==> src/apu_params.svh <==
`ifndef APU_PARAMS_SVH
`define APU_PARAMS_SVH

// clk_100 cycles per sample strobe, kept short for simulation
`define APU_SAMPLE_DIV 64

`define APU_SAMPLE_W 24
`define APU_LEVEL_W  4
`define APU_FREQ_W   11

// APB bus carries byte-wide registers
`define APU_APB_AW 8
`define APU_APB_DW 8

`define APU_ADDR_NR10 8'h10
`define APU_ADDR_NR11 8'h11
`define APU_ADDR_NR12 8'h12
`define APU_ADDR_NR13 8'h13
`define APU_ADDR_NR14 8'h14
`define APU_ADDR_NR21 8'h16
`define APU_ADDR_NR22 8'h17
`define APU_ADDR_NR23 8'h18
`define APU_ADDR_NR24 8'h19
`define APU_ADDR_NR30 8'h1A
`define APU_ADDR_NR31 8'h1B
`define APU_ADDR_NR32 8'h1C
`define APU_ADDR_NR33 8'h1D
`define APU_ADDR_NR34 8'h1E
`define APU_ADDR_NR50 8'h24
`define APU_ADDR_NR51 8'h25
`define APU_ADDR_NR52 8'h26
`define APU_ADDR_WAVE 8'h30 // 16 bytes, up to 0x3F

`endif

==> src/apu_reg_pkg.sv <==
`default_nettype none

`include "apu_params.svh"

package apu_reg_pkg;

    // square voice setup, from NR11..NR14 or NR21..NR24
    typedef struct packed {
        logic [1:0]             duty;   // NRx1[7:6]
        logic [3:0]             volume; // NRx2[7:4]
        logic [`APU_FREQ_W-1:0] freq;   // {NRx4[2:0], NRx3}
        logic                   enable;
    } square_regs_t;

    // wave voice setup, NR30..NR34
    typedef struct packed {
        logic                   dac_en;   // NR30[7]
        logic [1:0]             vol_code; // NR32[6:5]
        logic [`APU_FREQ_W-1:0] freq;
        logic                   enable;
    } wave_regs_t;

    // master volume and panning
    typedef struct packed {
        logic [2:0] vol_l; // NR50[6:4]
        logic [2:0] vol_r; // NR50[2:0]
        logic [7:0] pan;   // NR51, left in the high nibble
    } mix_regs_t;

endpackage

`default_nettype wire

==> src/apu_audio_pkg.sv <==
`default_nettype none

`include "apu_params.svh"

package apu_audio_pkg;

    typedef logic [`APU_LEVEL_W-1:0]  level_t;  // raw voice output
    typedef logic [`APU_SAMPLE_W-1:0] sample_t; // codec word

    typedef struct packed {
        sample_t left;
        sample_t right;
    } stereo_t;

    // one-hot source select, noise bit kept for the missing voice
    typedef struct packed {
        logic mix;
        logic noise;
        logic wav;
        logic sq2;
        logic sq1;
    } source_t;

endpackage

`default_nettype wire

==> src/apu_regs.sv <==
`default_nettype none

`include "apu_params.svh"

module apu_regs (
    input  wire                       clk_100,
    input  wire                       arst_n,
    input  wire [`APU_APB_AW-1:0]     paddr,
    input  wire                       psel,
    input  wire                       penable,
    input  wire                       pwrite,
    input  wire [`APU_APB_DW-1:0]     pwdata,
    output logic [`APU_APB_DW-1:0]    prdata,
    output logic                      pready,
    output logic                      pslverr,
    output apu_reg_pkg::square_regs_t sq1_regs,
    output apu_reg_pkg::square_regs_t sq2_regs,
    output apu_reg_pkg::wave_regs_t   wav_regs,
    output logic [127:0]              wave_ram,
    output apu_reg_pkg::mix_regs_t    mix_regs,
    output logic                      sq1_trig,
    output logic                      sq2_trig,
    output logic                      wav_trig,
    output logic                      power
);
    // everything that power-off clears, NR52 lives outside
    typedef struct packed {
        logic [7:0] nr10, nr11, nr12, nr13, nr14;
        logic [7:0] nr21, nr22, nr23, nr24;
        logic [7:0] nr30, nr31, nr32, nr33, nr34;
        logic [7:0] nr50, nr51;
    } bank_t;

    bank_t      bank;
    logic [7:0] nr52;
    logic       sq1_on, sq2_on, wav_on; // set by trigger
    logic       access;
    logic       is_wave;
    logic       nr52_sel;
    logic       mapped;
    logic       wr_en;
    logic       sq1_hit, sq2_hit, wav_hit;

    assign access   = psel && penable;
    assign is_wave  = (paddr[7:4] == 4'(`APU_ADDR_WAVE >> 4));
    assign nr52_sel = (paddr == `APU_ADDR_NR52);
    assign power    = nr52[7];
    assign pready   = 1'b1; // no wait states

    // with power off only NR52 accepts writes
    assign wr_en   = access && pwrite && mapped && (power || nr52_sel);
    assign pslverr = access && (!mapped || (pwrite && !power && !nr52_sel));

    assign sq1_hit = wr_en && (paddr == `APU_ADDR_NR14) && pwdata[7];
    assign sq2_hit = wr_en && (paddr == `APU_ADDR_NR24) && pwdata[7];
    assign wav_hit = wr_en && (paddr == `APU_ADDR_NR34) && pwdata[7];

    always_comb begin
        mapped = 1'b1;
        prdata = '0;
        case (paddr)
            `APU_ADDR_NR10: prdata = bank.nr10;
            `APU_ADDR_NR11: prdata = bank.nr11;
            `APU_ADDR_NR12: prdata = bank.nr12;
            `APU_ADDR_NR13: prdata = bank.nr13;
            `APU_ADDR_NR14: prdata = bank.nr14;
            `APU_ADDR_NR21: prdata = bank.nr21;
            `APU_ADDR_NR22: prdata = bank.nr22;
            `APU_ADDR_NR23: prdata = bank.nr23;
            `APU_ADDR_NR24: prdata = bank.nr24;
            `APU_ADDR_NR30: prdata = bank.nr30;
            `APU_ADDR_NR31: prdata = bank.nr31;
            `APU_ADDR_NR32: prdata = bank.nr32;
            `APU_ADDR_NR33: prdata = bank.nr33;
            `APU_ADDR_NR34: prdata = bank.nr34;
            `APU_ADDR_NR50: prdata = bank.nr50;
            `APU_ADDR_NR51: prdata = bank.nr51;
            `APU_ADDR_NR52: prdata = nr52;
            default: begin
                mapped = is_wave;
                if (is_wave) prdata = wave_ram[{paddr[3:0], 3'b000} +: 8];
            end
        endcase
    end

    always_ff @(posedge clk_100 or negedge arst_n) begin
        if (!arst_n) begin
            bank     <= '0;
            nr52     <= '0;
            wave_ram <= '0;
            sq1_on   <= 1'b0;
            sq2_on   <= 1'b0;
            wav_on   <= 1'b0;
            sq1_trig <= 1'b0;
            sq2_trig <= 1'b0;
            wav_trig <= 1'b0;
        end else begin
            sq1_trig <= sq1_hit; // one cycle after the access phase
            sq2_trig <= sq2_hit;
            wav_trig <= wav_hit;
            if (sq1_hit) sq1_on <= 1'b1;
            if (sq2_hit) sq2_on <= 1'b1;
            if (wav_hit) wav_on <= 1'b1;
            if (wr_en) begin
                case (paddr)
                    `APU_ADDR_NR10: bank.nr10 <= pwdata;
                    `APU_ADDR_NR11: bank.nr11 <= pwdata;
                    `APU_ADDR_NR12: bank.nr12 <= pwdata;
                    `APU_ADDR_NR13: bank.nr13 <= pwdata;
                    `APU_ADDR_NR14: bank.nr14 <= pwdata;
                    `APU_ADDR_NR21: bank.nr21 <= pwdata;
                    `APU_ADDR_NR22: bank.nr22 <= pwdata;
                    `APU_ADDR_NR23: bank.nr23 <= pwdata;
                    `APU_ADDR_NR24: bank.nr24 <= pwdata;
                    `APU_ADDR_NR30: bank.nr30 <= pwdata;
                    `APU_ADDR_NR31: bank.nr31 <= pwdata;
                    `APU_ADDR_NR32: bank.nr32 <= pwdata;
                    `APU_ADDR_NR33: bank.nr33 <= pwdata;
                    `APU_ADDR_NR34: bank.nr34 <= pwdata;
                    `APU_ADDR_NR50: bank.nr50 <= pwdata;
                    `APU_ADDR_NR51: bank.nr51 <= pwdata;
                    `APU_ADDR_NR52: nr52 <= pwdata;
                    default: wave_ram[{paddr[3:0], 3'b000} +: 8] <= pwdata;
                endcase
            end
            // power off holds the rest of the unit cleared
            if (!power) begin
                bank     <= '0;
                wave_ram <= '0;
                sq1_on   <= 1'b0;
                sq2_on   <= 1'b0;
                wav_on   <= 1'b0;
            end
        end
    end

    assign sq1_regs = '{duty: bank.nr11[7:6], volume: bank.nr12[7:4],
                        freq: {bank.nr14[2:0], bank.nr13}, enable: sq1_on};
    assign sq2_regs = '{duty: bank.nr21[7:6], volume: bank.nr22[7:4],
                        freq: {bank.nr24[2:0], bank.nr23}, enable: sq2_on};
    assign wav_regs = '{dac_en: bank.nr30[7], vol_code: bank.nr32[6:5],
                        freq: {bank.nr34[2:0], bank.nr33}, enable: wav_on};
    assign mix_regs = '{vol_l: bank.nr50[6:4], vol_r: bank.nr50[2:0], pan: bank.nr51};

endmodule

`default_nettype wire

==> src/square_channel.sv <==
`default_nettype none

`include "apu_params.svh"

module square_channel (
    input  wire                            clk_100,
    input  wire                            arst_n,
    input  wire                            sample_tick,
    input  wire                            power,
    input  wire                            trig,
    input  wire apu_reg_pkg::square_regs_t regs,
    output apu_audio_pkg::level_t          level
);
    logic [`APU_FREQ_W-1:0] timer;      // strobes spent on this step
    logic [`APU_FREQ_W-1:0] timer_base;
    logic [2:0]             pos;        // duty position
    logic [2:0]             pos_now;
    logic [7:0]             pattern;
    logic                   step_done;

    always_comb begin
        case (regs.duty)
            2'd0:    pattern = 8'b0000_0001; // 1 of 8
            2'd1:    pattern = 8'b1000_0001; // 2 of 8
            2'd2:    pattern = 8'b1000_0111; // 4 of 8
            default: pattern = 8'b0111_1110; // 6 of 8
        endcase
    end

    // a trigger shows step zero in the same cycle
    assign pos_now    = trig ? 3'd0 : pos;
    assign timer_base = trig ? '0 : timer;

    // period is 2048 - freq, so the last count is ~freq
    assign step_done = sample_tick && (timer_base >= ~regs.freq);

    assign level = (power && regs.enable && pattern[pos_now]) ? regs.volume : '0;

    always_ff @(posedge clk_100 or negedge arst_n) begin
        if (!arst_n) begin
            timer <= '0;
            pos   <= '0;
        end else if (!power) begin
            timer <= '0;
            pos   <= '0;
        end else if (trig || sample_tick) begin
            if (step_done) begin
                timer <= '0;
                pos   <= pos_now + 3'd1;
            end else begin
                timer <= timer_base + (`APU_FREQ_W)'(sample_tick);
                pos   <= pos_now;
            end
        end
    end

endmodule

`default_nettype wire

==> src/wave_channel.sv <==
`default_nettype none

`include "apu_params.svh"

module wave_channel (
    input  wire                          clk_100,
    input  wire                          arst_n,
    input  wire                          sample_tick,
    input  wire                          power,
    input  wire                          trig,
    input  wire apu_reg_pkg::wave_regs_t regs,
    input  wire [127:0]                  wave_ram,
    output apu_audio_pkg::level_t        level
);
    import apu_audio_pkg::*;

    logic [`APU_FREQ_W-1:0] timer;
    logic [`APU_FREQ_W-1:0] timer_base;
    logic [4:0]             pos;      // nibble index into the RAM
    logic [4:0]             pos_now;
    logic                   step_done;
    level_t                 nibble;
    level_t                 shifted;

    assign pos_now    = trig ? 5'd0 : pos;
    assign timer_base = trig ? '0 : timer;
    assign step_done  = sample_tick && (timer_base >= ~regs.freq);

    // high nibble of each byte plays first
    assign nibble = wave_ram[{pos_now[4:1], ~pos_now[0], 2'b00} +: 4];

    always_comb begin
        case (regs.vol_code)
            2'd0:    shifted = '0;          // mute
            2'd1:    shifted = nibble;
            2'd2:    shifted = nibble >> 1;
            default: shifted = nibble >> 2;
        endcase
    end

    assign level = (power && regs.dac_en && regs.enable) ? shifted : '0;

    always_ff @(posedge clk_100 or negedge arst_n) begin
        if (!arst_n) begin
            timer <= '0;
            pos   <= '0;
        end else if (!power) begin
            timer <= '0;
            pos   <= '0;
        end else if (trig || sample_tick) begin
            if (step_done) begin
                timer <= '0;
                pos   <= pos_now + 5'd1; // wraps after 32 nibbles
            end else begin
                timer <= timer_base + (`APU_FREQ_W)'(sample_tick);
                pos   <= pos_now;
            end
        end
    end

endmodule

`default_nettype wire

==> src/channel_mixer.sv <==
`default_nettype none

module channel_mixer (
    input  wire                         clk_100,
    input  wire                         arst_n,
    input  wire                         sample_tick,
    input  wire apu_audio_pkg::level_t  sq1_level,
    input  wire apu_audio_pkg::level_t  sq2_level,
    input  wire apu_audio_pkg::level_t  wav_level,
    input  wire apu_reg_pkg::mix_regs_t regs,
    output apu_audio_pkg::stereo_t      mix
);
    import apu_audio_pkg::*;

    logic [5:0] sum_l;  // up to 3 x 15
    logic [5:0] sum_r;
    logic [9:0] amp_l;  // sum x 8 at most
    logic [9:0] amp_r;

    // adds the voices whose pan bit is set, bit 0 is square 1
    function automatic logic [5:0] pan_sum(input logic [2:0] sel, input level_t a,
                                           input level_t b, input level_t c);
        logic [5:0] acc;
        acc = '0;
        if (sel[0]) acc = acc + 6'(a);
        if (sel[1]) acc = acc + 6'(b);
        if (sel[2]) acc = acc + 6'(c);
        return acc;
    endfunction

    // sums are taken on the strobe, so mix trails the voices by one sample
    always_ff @(posedge clk_100 or negedge arst_n) begin
        if (!arst_n) begin
            sum_l <= '0;
            sum_r <= '0;
        end else if (sample_tick) begin
            sum_l <= pan_sum(regs.pan[6:4], sq1_level, sq2_level, wav_level);
            sum_r <= pan_sum(regs.pan[2:0], sq1_level, sq2_level, wav_level);
        end
    end

    assign amp_l = 10'(sum_l) * (10'(regs.vol_l) + 10'd1);
    assign amp_r = 10'(sum_r) * (10'(regs.vol_r) + 10'd1);

    // result sits in bits 23..14
    assign mix = '{left: {amp_l, 14'd0}, right: {amp_r, 14'd0}};

endmodule

`default_nettype wire

==> src/sample_select.sv <==
`default_nettype none

`include "apu_params.svh"

module sample_select (
    input  wire                          clk_100,
    input  wire                          arst_n,
    input  wire apu_audio_pkg::source_t  source,
    input  wire apu_audio_pkg::level_t   sq1_level,
    input  wire apu_audio_pkg::level_t   sq2_level,
    input  wire apu_audio_pkg::level_t   wav_level,
    input  wire apu_audio_pkg::stereo_t  mix,
    output logic                         sample_tick,
    output apu_audio_pkg::stereo_t       sample_out,
    output logic                         sample_valid
);
    import apu_audio_pkg::*;

    localparam int DIV_W = $clog2(`APU_SAMPLE_DIV);

    logic [DIV_W-1:0] div_cnt;
    logic [5:0]       saw;     // test ramp
    logic [4:0]       src_bits;
    logic             src_ok;

    // a single voice goes to both sides in bits 23..20
    function automatic stereo_t mono(input level_t lvl);
        sample_t s;
        s = {lvl, 20'd0};
        return '{left: s, right: s};
    endfunction

    assign src_bits    = source;
    assign src_ok      = $onehot(src_bits);
    assign sample_tick = (div_cnt == DIV_W'(`APU_SAMPLE_DIV - 1));

    always_ff @(posedge clk_100 or negedge arst_n) begin
        if (!arst_n) begin
            div_cnt      <= '0;
            saw          <= '0;
            sample_valid <= 1'b0;
        end else begin
            div_cnt      <= sample_tick ? '0 : div_cnt + 1'b1;
            sample_valid <= sample_tick;
            if (sample_tick && !src_ok) saw <= saw + 6'd1;
        end
    end

    always_ff @(posedge clk_100) begin
        if (sample_tick) begin
            case (src_bits)
                5'b00001: sample_out <= mono(sq1_level);
                5'b00010: sample_out <= mono(sq2_level);
                5'b00100: sample_out <= mono(wav_level);
                5'b01000: sample_out <= '0;  // no noise voice, silence
                5'b10000: sample_out <= mix;
                default:  sample_out <= '{left: {saw, 18'd0}, right: {saw, 18'd0}};
            endcase
        end
    end

endmodule

`default_nettype wire

==> src/apu_top.sv <==
`default_nettype none

`include "apu_params.svh"

module apu_top (
    input  wire                          clk_100,
    input  wire                          arst_n,
    input  wire [`APU_APB_AW-1:0]        paddr,
    input  wire                          psel,
    input  wire                          penable,
    input  wire                          pwrite,
    input  wire [`APU_APB_DW-1:0]        pwdata,
    output logic [`APU_APB_DW-1:0]       prdata,
    output logic                         pready,
    output logic                         pslverr,
    input  wire apu_audio_pkg::source_t  source,
    output apu_audio_pkg::stereo_t       sample_out,
    output logic                         sample_valid
);
    import apu_reg_pkg::*;
    import apu_audio_pkg::*;

    square_regs_t sq1_regs;
    square_regs_t sq2_regs;
    wave_regs_t   wav_regs;
    mix_regs_t    mix_regs;
    logic [127:0] wave_ram;
    logic         sq1_trig, sq2_trig, wav_trig;
    logic         power;
    logic         sample_tick;
    level_t       sq1_level, sq2_level, wav_level;
    stereo_t      mix;

    apu_regs regs0 (
        .clk_100, .arst_n, .paddr, .psel, .penable, .pwrite, .pwdata,
        .prdata, .pready, .pslverr, .sq1_regs, .sq2_regs, .wav_regs,
        .wave_ram, .mix_regs, .sq1_trig, .sq2_trig, .wav_trig, .power
    );

    square_channel sq1 (
        .clk_100, .arst_n, .sample_tick, .power,
        .trig(sq1_trig), .regs(sq1_regs), .level(sq1_level)
    );

    square_channel sq2 (
        .clk_100, .arst_n, .sample_tick, .power,
        .trig(sq2_trig), .regs(sq2_regs), .level(sq2_level)
    );

    wave_channel wav (
        .clk_100, .arst_n, .sample_tick, .power,
        .trig(wav_trig), .regs(wav_regs), .wave_ram, .level(wav_level)
    );

    channel_mixer mixer0 (
        .clk_100, .arst_n, .sample_tick, .sq1_level, .sq2_level, .wav_level,
        .regs(mix_regs), .mix
    );

    sample_select sel0 (
        .clk_100, .arst_n, .source, .sq1_level, .sq2_level, .wav_level,
        .mix, .sample_tick, .sample_out, .sample_valid
    );

endmodule

`default_nettype wire

==> config.mk <==
export PLATFORM = sky130hd
export DESIGN_NAME = apu_top
export DESIGN_NICKNAME = d
export VERILOG_FILES = /design/src/apu_reg_pkg.sv /design/src/apu_audio_pkg.sv /design/src/apu_regs.sv /design/src/square_channel.sv /design/src/wave_channel.sv /design/src/channel_mixer.sv /design/src/sample_select.sv /design/src/apu_top.sv
export VERILOG_INCLUDE_DIRS = /design/src /design/src/src
export SDC_FILE = /design/constraint.sdc
export NUM_CORES = 1
export LEC_CHECK = 0
export ABC_AREA = 0
export BUFFER_PORTS_ARGS = -buffer_cell sky130_fd_sc_hd__buf_2
export CAP_MARGIN = 20
export CORE_ASPECT_RATIO = 1.2
export CORE_MARGIN = 2
export CORE_UTILIZATION = 30
export CTS_CLUSTER_DIAMETER = 50
export DETAILED_ROUTE_END_ITERATION = 7
export HOLD_SLACK_MARGIN = 0.12
export SETUP_SLACK_MARGIN = 0.3
export SYNTH_ARGS = -nofsm -noshare
export SYNTH_HDL_FRONTEND = slang
export SYNTH_HIERARCHICAL = 1
export SYNTH_SLANG_ARGS = --single-unit
export TNS_END_PERCENT = 30
==> constraint.sdc <==
create_clock -name clk_100 -period 6.01 [get_ports clk_100]
set_input_delay 1.202 -clock clk_100 [delete_from_list [all_inputs] [get_ports clk_100]]
set_output_delay 1.202 -clock clk_100 [all_outputs]
set_load 0.1 [all_outputs]
# Word level (Yosys, flattened, before mapping)
# Index checks and enable logic that the tools add are counted.
# totals
input_bits	26
out_inout_bits	59
reg_bits	387
# classes
multipliers	2
n_bitwise	4
n_reduce_logical	54
order_cmp	5
shift	4
n_eq_ne	55
add_sub_neg	19
muxes	77
# ops
op	count
$mux W128	5
$pmux W48 S5	1
$mux W8	17
$pmux W8 S17	1
$mux W11	12
$bwmux W128	1
$shift A8 B9 Y128 const A	1
$shiftx A128 B8 Y4	1
$shiftx A128 B8 Y8	1
$shiftx A8 B9 Y128	1
$eq A8 B5 Y1 const B	14
$mux W6	9
$pmux W8 S3	2
$ne A2 B2 Y1 const B	21
$reduce_and A2 Y1	18
$add A11 B1 Y11	3
$ge A11 B11 Y1	3
$not A11 Y11	3
$add A6 B4 Y6	4
$eq A8 B6 Y1 const B	3
$mux W3	8
$logic_and A1 B1 Y1	23
$mul A6 B10 Y10	2
$mux W4	5
29 further kinds	61

# Logic depth before layout (Yosys ltp)
# depth
ltp_word	13
ltp_mapped	20

# Modules after synthesis
# Netlist, hierarchy kept.
# by_module_without_submodules
module	cells_each	area_per_inst_um2	instances
apu_regs	1366	14340.0	1
channel_mixer	354	2886.5	1
sample_select	178	2605.0	1
wave_channel	328	2583.7	1
square_channel	148	1265.0	2

# Worst setup path before layout
# OpenSTA, ideal clock, no wires.
# synth_timing
path_type	in2out
startpoint	input port paddr[1]
endpoint	output port pslverr
path_slack_ps	-470
path_stages	13
arrival_time_ps	5278
path_buffers	6
path_cell_list	buf_2 > buf_1 > inv_1 > ha_1 > clkbuf_1 > clkbuf_1 > clkbuf_1 > clkbuf_1 > a21oi_1 > nor2_1 > o21ai_0 > nand3_1 > o21ai_0
# synth_between
elab_chain_len	6
elab_cells_between_ends	24
cone_classes	17 x eq/ne; 1 x mux; 6 x reduce/logical
# synth_lines
element	line	source
start, declared	apu_top.sv:8	input wire [`APU_APB_AW-1:0] paddr,
$eq A8 B5 Y1 / $eq A8 B6 Y1 (equally long branches)	apu_regs.sv:61	case (paddr)
$reduce_or A17 Y1 (no source line)	n/a	
$mux W1	apu_regs.sv:61	
$logic_not A1 Y1	apu_regs.sv:52	assign pslverr = access && (!mapped || (pwrite && !power && !nr52_sel));
$logic_or A1 B1 Y1 (*)	apu_regs.sv:52	
$logic_and A1 B1 Y1 (*)	apu_regs.sv:52	
end, declared	apu_top.sv:15	output logic pslverr,
# Mark *: on every way between the ends. The rest lies on a longest branch, timed or not.

# Worst setup path after layout
# layout_timing
startpoint	input port paddr[1]
endpoint	output port prdata[5]
# layout_between
elab_chain_len	3
elab_cells_between_ends	20
cone_classes	17 x eq/ne; 1 x shift; 2 x mux
# layout_lines
element	line	source
$shiftx A128 B8 Y8	apu_regs.sv:81	if (is_wave) prdata = wave_ram[{paddr[3:0], 3'b000} +: 8];
$mux W8	apu_regs.sv:81	
$pmux W8 S17 (*)	apu_regs.sv:61	
end, declared	apu_top.sv:13	output logic [`APU_APB_DW-1:0] prdata,
# Marks and branches as above.

==> impl_metrics.env <==
export IMPL_regToRegEndpoint="mixer0/sum_r[4]"
export IMPL_p_leak_nw=11.7
export IMPL_worst_pin_slew_ns=1.17
export IMPL_setup_ws_ns=0.819
export IMPL_yosys_warnings=6
export IMPL_hold_violations=0
export IMPL_row_count=115
export IMPL_crit_buf_inv=3
export IMPL_start_util_pct=30.3
export IMPL_top_usage_layer="met2"
export IMPL_status="complete, no violations"
export IMPL_cp_required_ns=4.81
export IMPL_rsz0062_at_grt="no"
export IMPL_cts_root_buf="clkbuf_16"
export IMPL_avgSynthCellArea_um2=9.89
export IMPL_cts_made_buffers=54
export IMPL_fin_tns_setup_ns=0
export IMPL_cts_setup_buffers=0
export IMPL_multiInputGateArea_mm2=0.0134
export IMPL_irDropWorstVdd_v=0.000201
export IMPL_antenna_found_initial=7
export IMPL_grt_max_degree=158
export IMPL_grt_met1_usage_pct=23.2
export IMPL_crit_path_start_kind="input port"
export IMPL_crit_family="buffers and inverters"
export IMPL_hp_class="flip-flop to flip-flop"
export IMPL_ioPinCount=85
export IMPL_fin_area_mm2=0.0278
export IMPL_cts_tree="built"
export IMPL_fmax_mhz=193
export IMPL_core_area_mm2=0.0822
export IMPL_cts_buffer_depth=3
export IMPL_power_density_mw_per_mm2=223
export IMPL_fp_dieW_um=267
export IMPL_routed_via_count=19416
export IMPL_finClkSkew_ns=0.0891
export IMPL_seqPwrFrac_pct=42.9
export IMPL_r2r_start="regs0/sq2_regs[16]"
export IMPL_antenna_cells=0
export IMPL_netlist_instances=2520
export IMPL_grt_pass1_wl_mm=117
export IMPL_nNetsFinal=2630
export IMPL_drtAntennaViolNets=0
export IMPL_use_met2_pct=28.3
export IMPL_grt_pass1_vias=18962
export IMPL_cp_max_fo=21
export IMPL_wl_mm=75.8
export IMPL_seq_area_mm2=0.00993
export IMPL_grtUsageMet3_pct=2.76
export IMPL_crit_type="input port to output port"
export IMPL_drt_drc_violations_left=0
export IMPL_slew_limit_headroom_pct=21.4
export IMPL_crit_path_top_delay_cell="ha_1"
export IMPL_worstPathCellList="buf_2 > buf_4 > ha_1 > a22oi_1 > o211ai_1 > o21ai_0 > a21oi_1 > or3_1 > buf_2"
export IMPL_crit_path_max_incr_delay_ns=0.74
export IMPL_gr_total_overflow=0
export IMPL_placed_area_mm2=0.0259
export IMPL_rr_worst_depth=16
export IMPL_power_internal_w=0.00463
export IMPL_post_drt_wl_per_cell_um=20.8
export IMPL_period_share_pct=86.4
export IMPL_grt_total_usage_pct=17.7
export IMPL_power_share_combinational_pct=4.4
export IMPL_post_cts_resized=0
export IMPL_cp_common_cell="buf_2"
export IMPL_die_h_um=320
export IMPL_drtIter0Drc=1762
export IMPL_clockPowerShare_pct=52.7
export IMPL_fp_dieArea_mm2=0.0854
export IMPL_layout_min_cycle_time_ns=5.19
export IMPL_cts_sinks=387
export IMPL_cap_violations=0
export IMPL_area_delta_synth_final_pct=11.5
export IMPL_viasPerCell=5.34
export IMPL_gp_congestion=0.939
export IMPL_utilization_pct=33.8
export IMPL_dpl_worst_slack_ns=0.855
export IMPL_crit_arrival_ns=3.99
export IMPL_p_switching_w=0.00156
export IMPL_n_fill_cell=8351
export IMPL_cp_endpoint="prdata[5]"
export IMPL_dr_pass1_iters=6
export IMPL_io_buffers=83
export IMPL_cp_depth=9
export IMPL_syn_area_mm2=0.0249
export IMPL_cts_clk_slew_worst_paths_ns=0.05
export IMPL_hpwl_mm=53.1
export IMPL_swShare_pct=25.2
export IMPL_cts_max_level=2
export IMPL_cp_startpoint="paddr[1]"
export IMPL_setup_violations=0
export IMPL_cts_hold_buf=0
export IMPL_clock_latency_ns=0.65
export IMPL_layout_drive_gt1_share_pct=13.5
export IMPL_finalMaxSlewViolations=0
export IMPL_rrSetupSlack_ns=1.66
export IMPL_endpoint_kind="output port"
worst register-to-register path, delay by kind of cell, from the launching register on:
family	cells	cell delay [ns]
fa+ha+maj	4	1.16
simple gates	3	1.17
buf+inv	2	0.13
flops	1	0.46
mux	1	0.12
compound gates	5	0.98
xor+xnor	1	0.15
registers in the layout, summed over array words and instances, names as in the netlist, 6 cells and up:
signal	count
regs0/sq1_regs	17
sq2/timer	11
regs0/wav_regs	14
regs0/bank	66
mixer0/sum_r	6
regs0/mix_regs	14
sq1/timer	11
regs0/wave_ram	128
mixer0/sum_l	6
wav/timer	11
regs0/nr52	8
regs0/sq2_regs	17
sel0/saw	6
sel0/sample_out	48
sel0/div_cnt	6
layout by cell type, fill, tap and decap left out, types with 16 or more instances in the layout:
cell / count
dfrtp_1: 338
inv_1: 74
a21oi_1: 76
buf_2: 77
mux2i_1: 179
nand4_1: 34
nand2_1: 303
o22ai_1: 18
nor2b_1: 165
xnor2_1: 20
fa_1: 22
buf_4: 39
conb_1: 29
nand3_1: 112
o21ai_0: 118
a22oi_1: 39
a31oi_1: 20
nor2_1: 86
clkbuf_16: 54
xor2_1: 17
mux2_2: 20
and2_1: 81
a21boi_0: 34
ha_1: 102
mux4_2: 40
nor3_1: 16
edfxtp_1: 48
nand2b_1: 31
routing by layer:
layer,wire length [um],up-vias,share of wire [%]
met5,58,-,0.076
met4,3870,10,5.1
met3,4800,210,6.3
met2,35100,745,46
met1,32000,9594,42
li1,-,8857,-
how the worst min path moves through the flow:
stage / startpoint / endpoint / slack, ns / depth (start not counted)
floorplan: sq1/timer[4] / sq1/timer[4] / 0.42 / 1
global placement: sq2/timer[4] / sq2/timer[4] / 0.44 / 1
detailed placement: sq2/timer[4] / sq2/timer[4] / 0.45 / 1
CTS: sq2/timer[4] / sq2/timer[4] / 0.46 / 1
global route: sq1/timer[4] / sq1/timer[4] / 0.48 / 1
finish: sq1/timer[4] / sq1/timer[4] / 0.46 / 1
cell type report:
cell class | count | share of cell area, %
Multi-Input combinational cell | 1833 | 48.4
Sequential cell | 387 | 35.7
Inverter | 78 | 1.05
Clock buffer | 66 | 5.28
Tap cell | 1111 | 5.00
Clock inverter | 36 | 1.46
Timing Repair Buffer | 126 | 3.12
per-stage QoR:
stage	hold slack, ns	std cells	power, W
after floorplan	0.422	2547	0.00285
after detailed placement	0.447	3534	0.00297
after global routing	0.480	3637	0.00639
after CTS	0.461	3636	0.00627
after global placement	0.437	3533	0.00297
final	0.462	3637	0.00619
power by group through the flow:
stage                     clock network [W]  logic (W)  registers, W
after floorplan                           0   0.000152       0.00270
after global placement                    0   0.000268       0.00270
after detailed placement                  0   0.000272       0.00270
after CTS                           0.00334   0.000272       0.00265
after global routing                0.00344   0.000295       0.00265
final                               0.00326   0.000272       0.00265
Power figures use the tool's default switching activity.
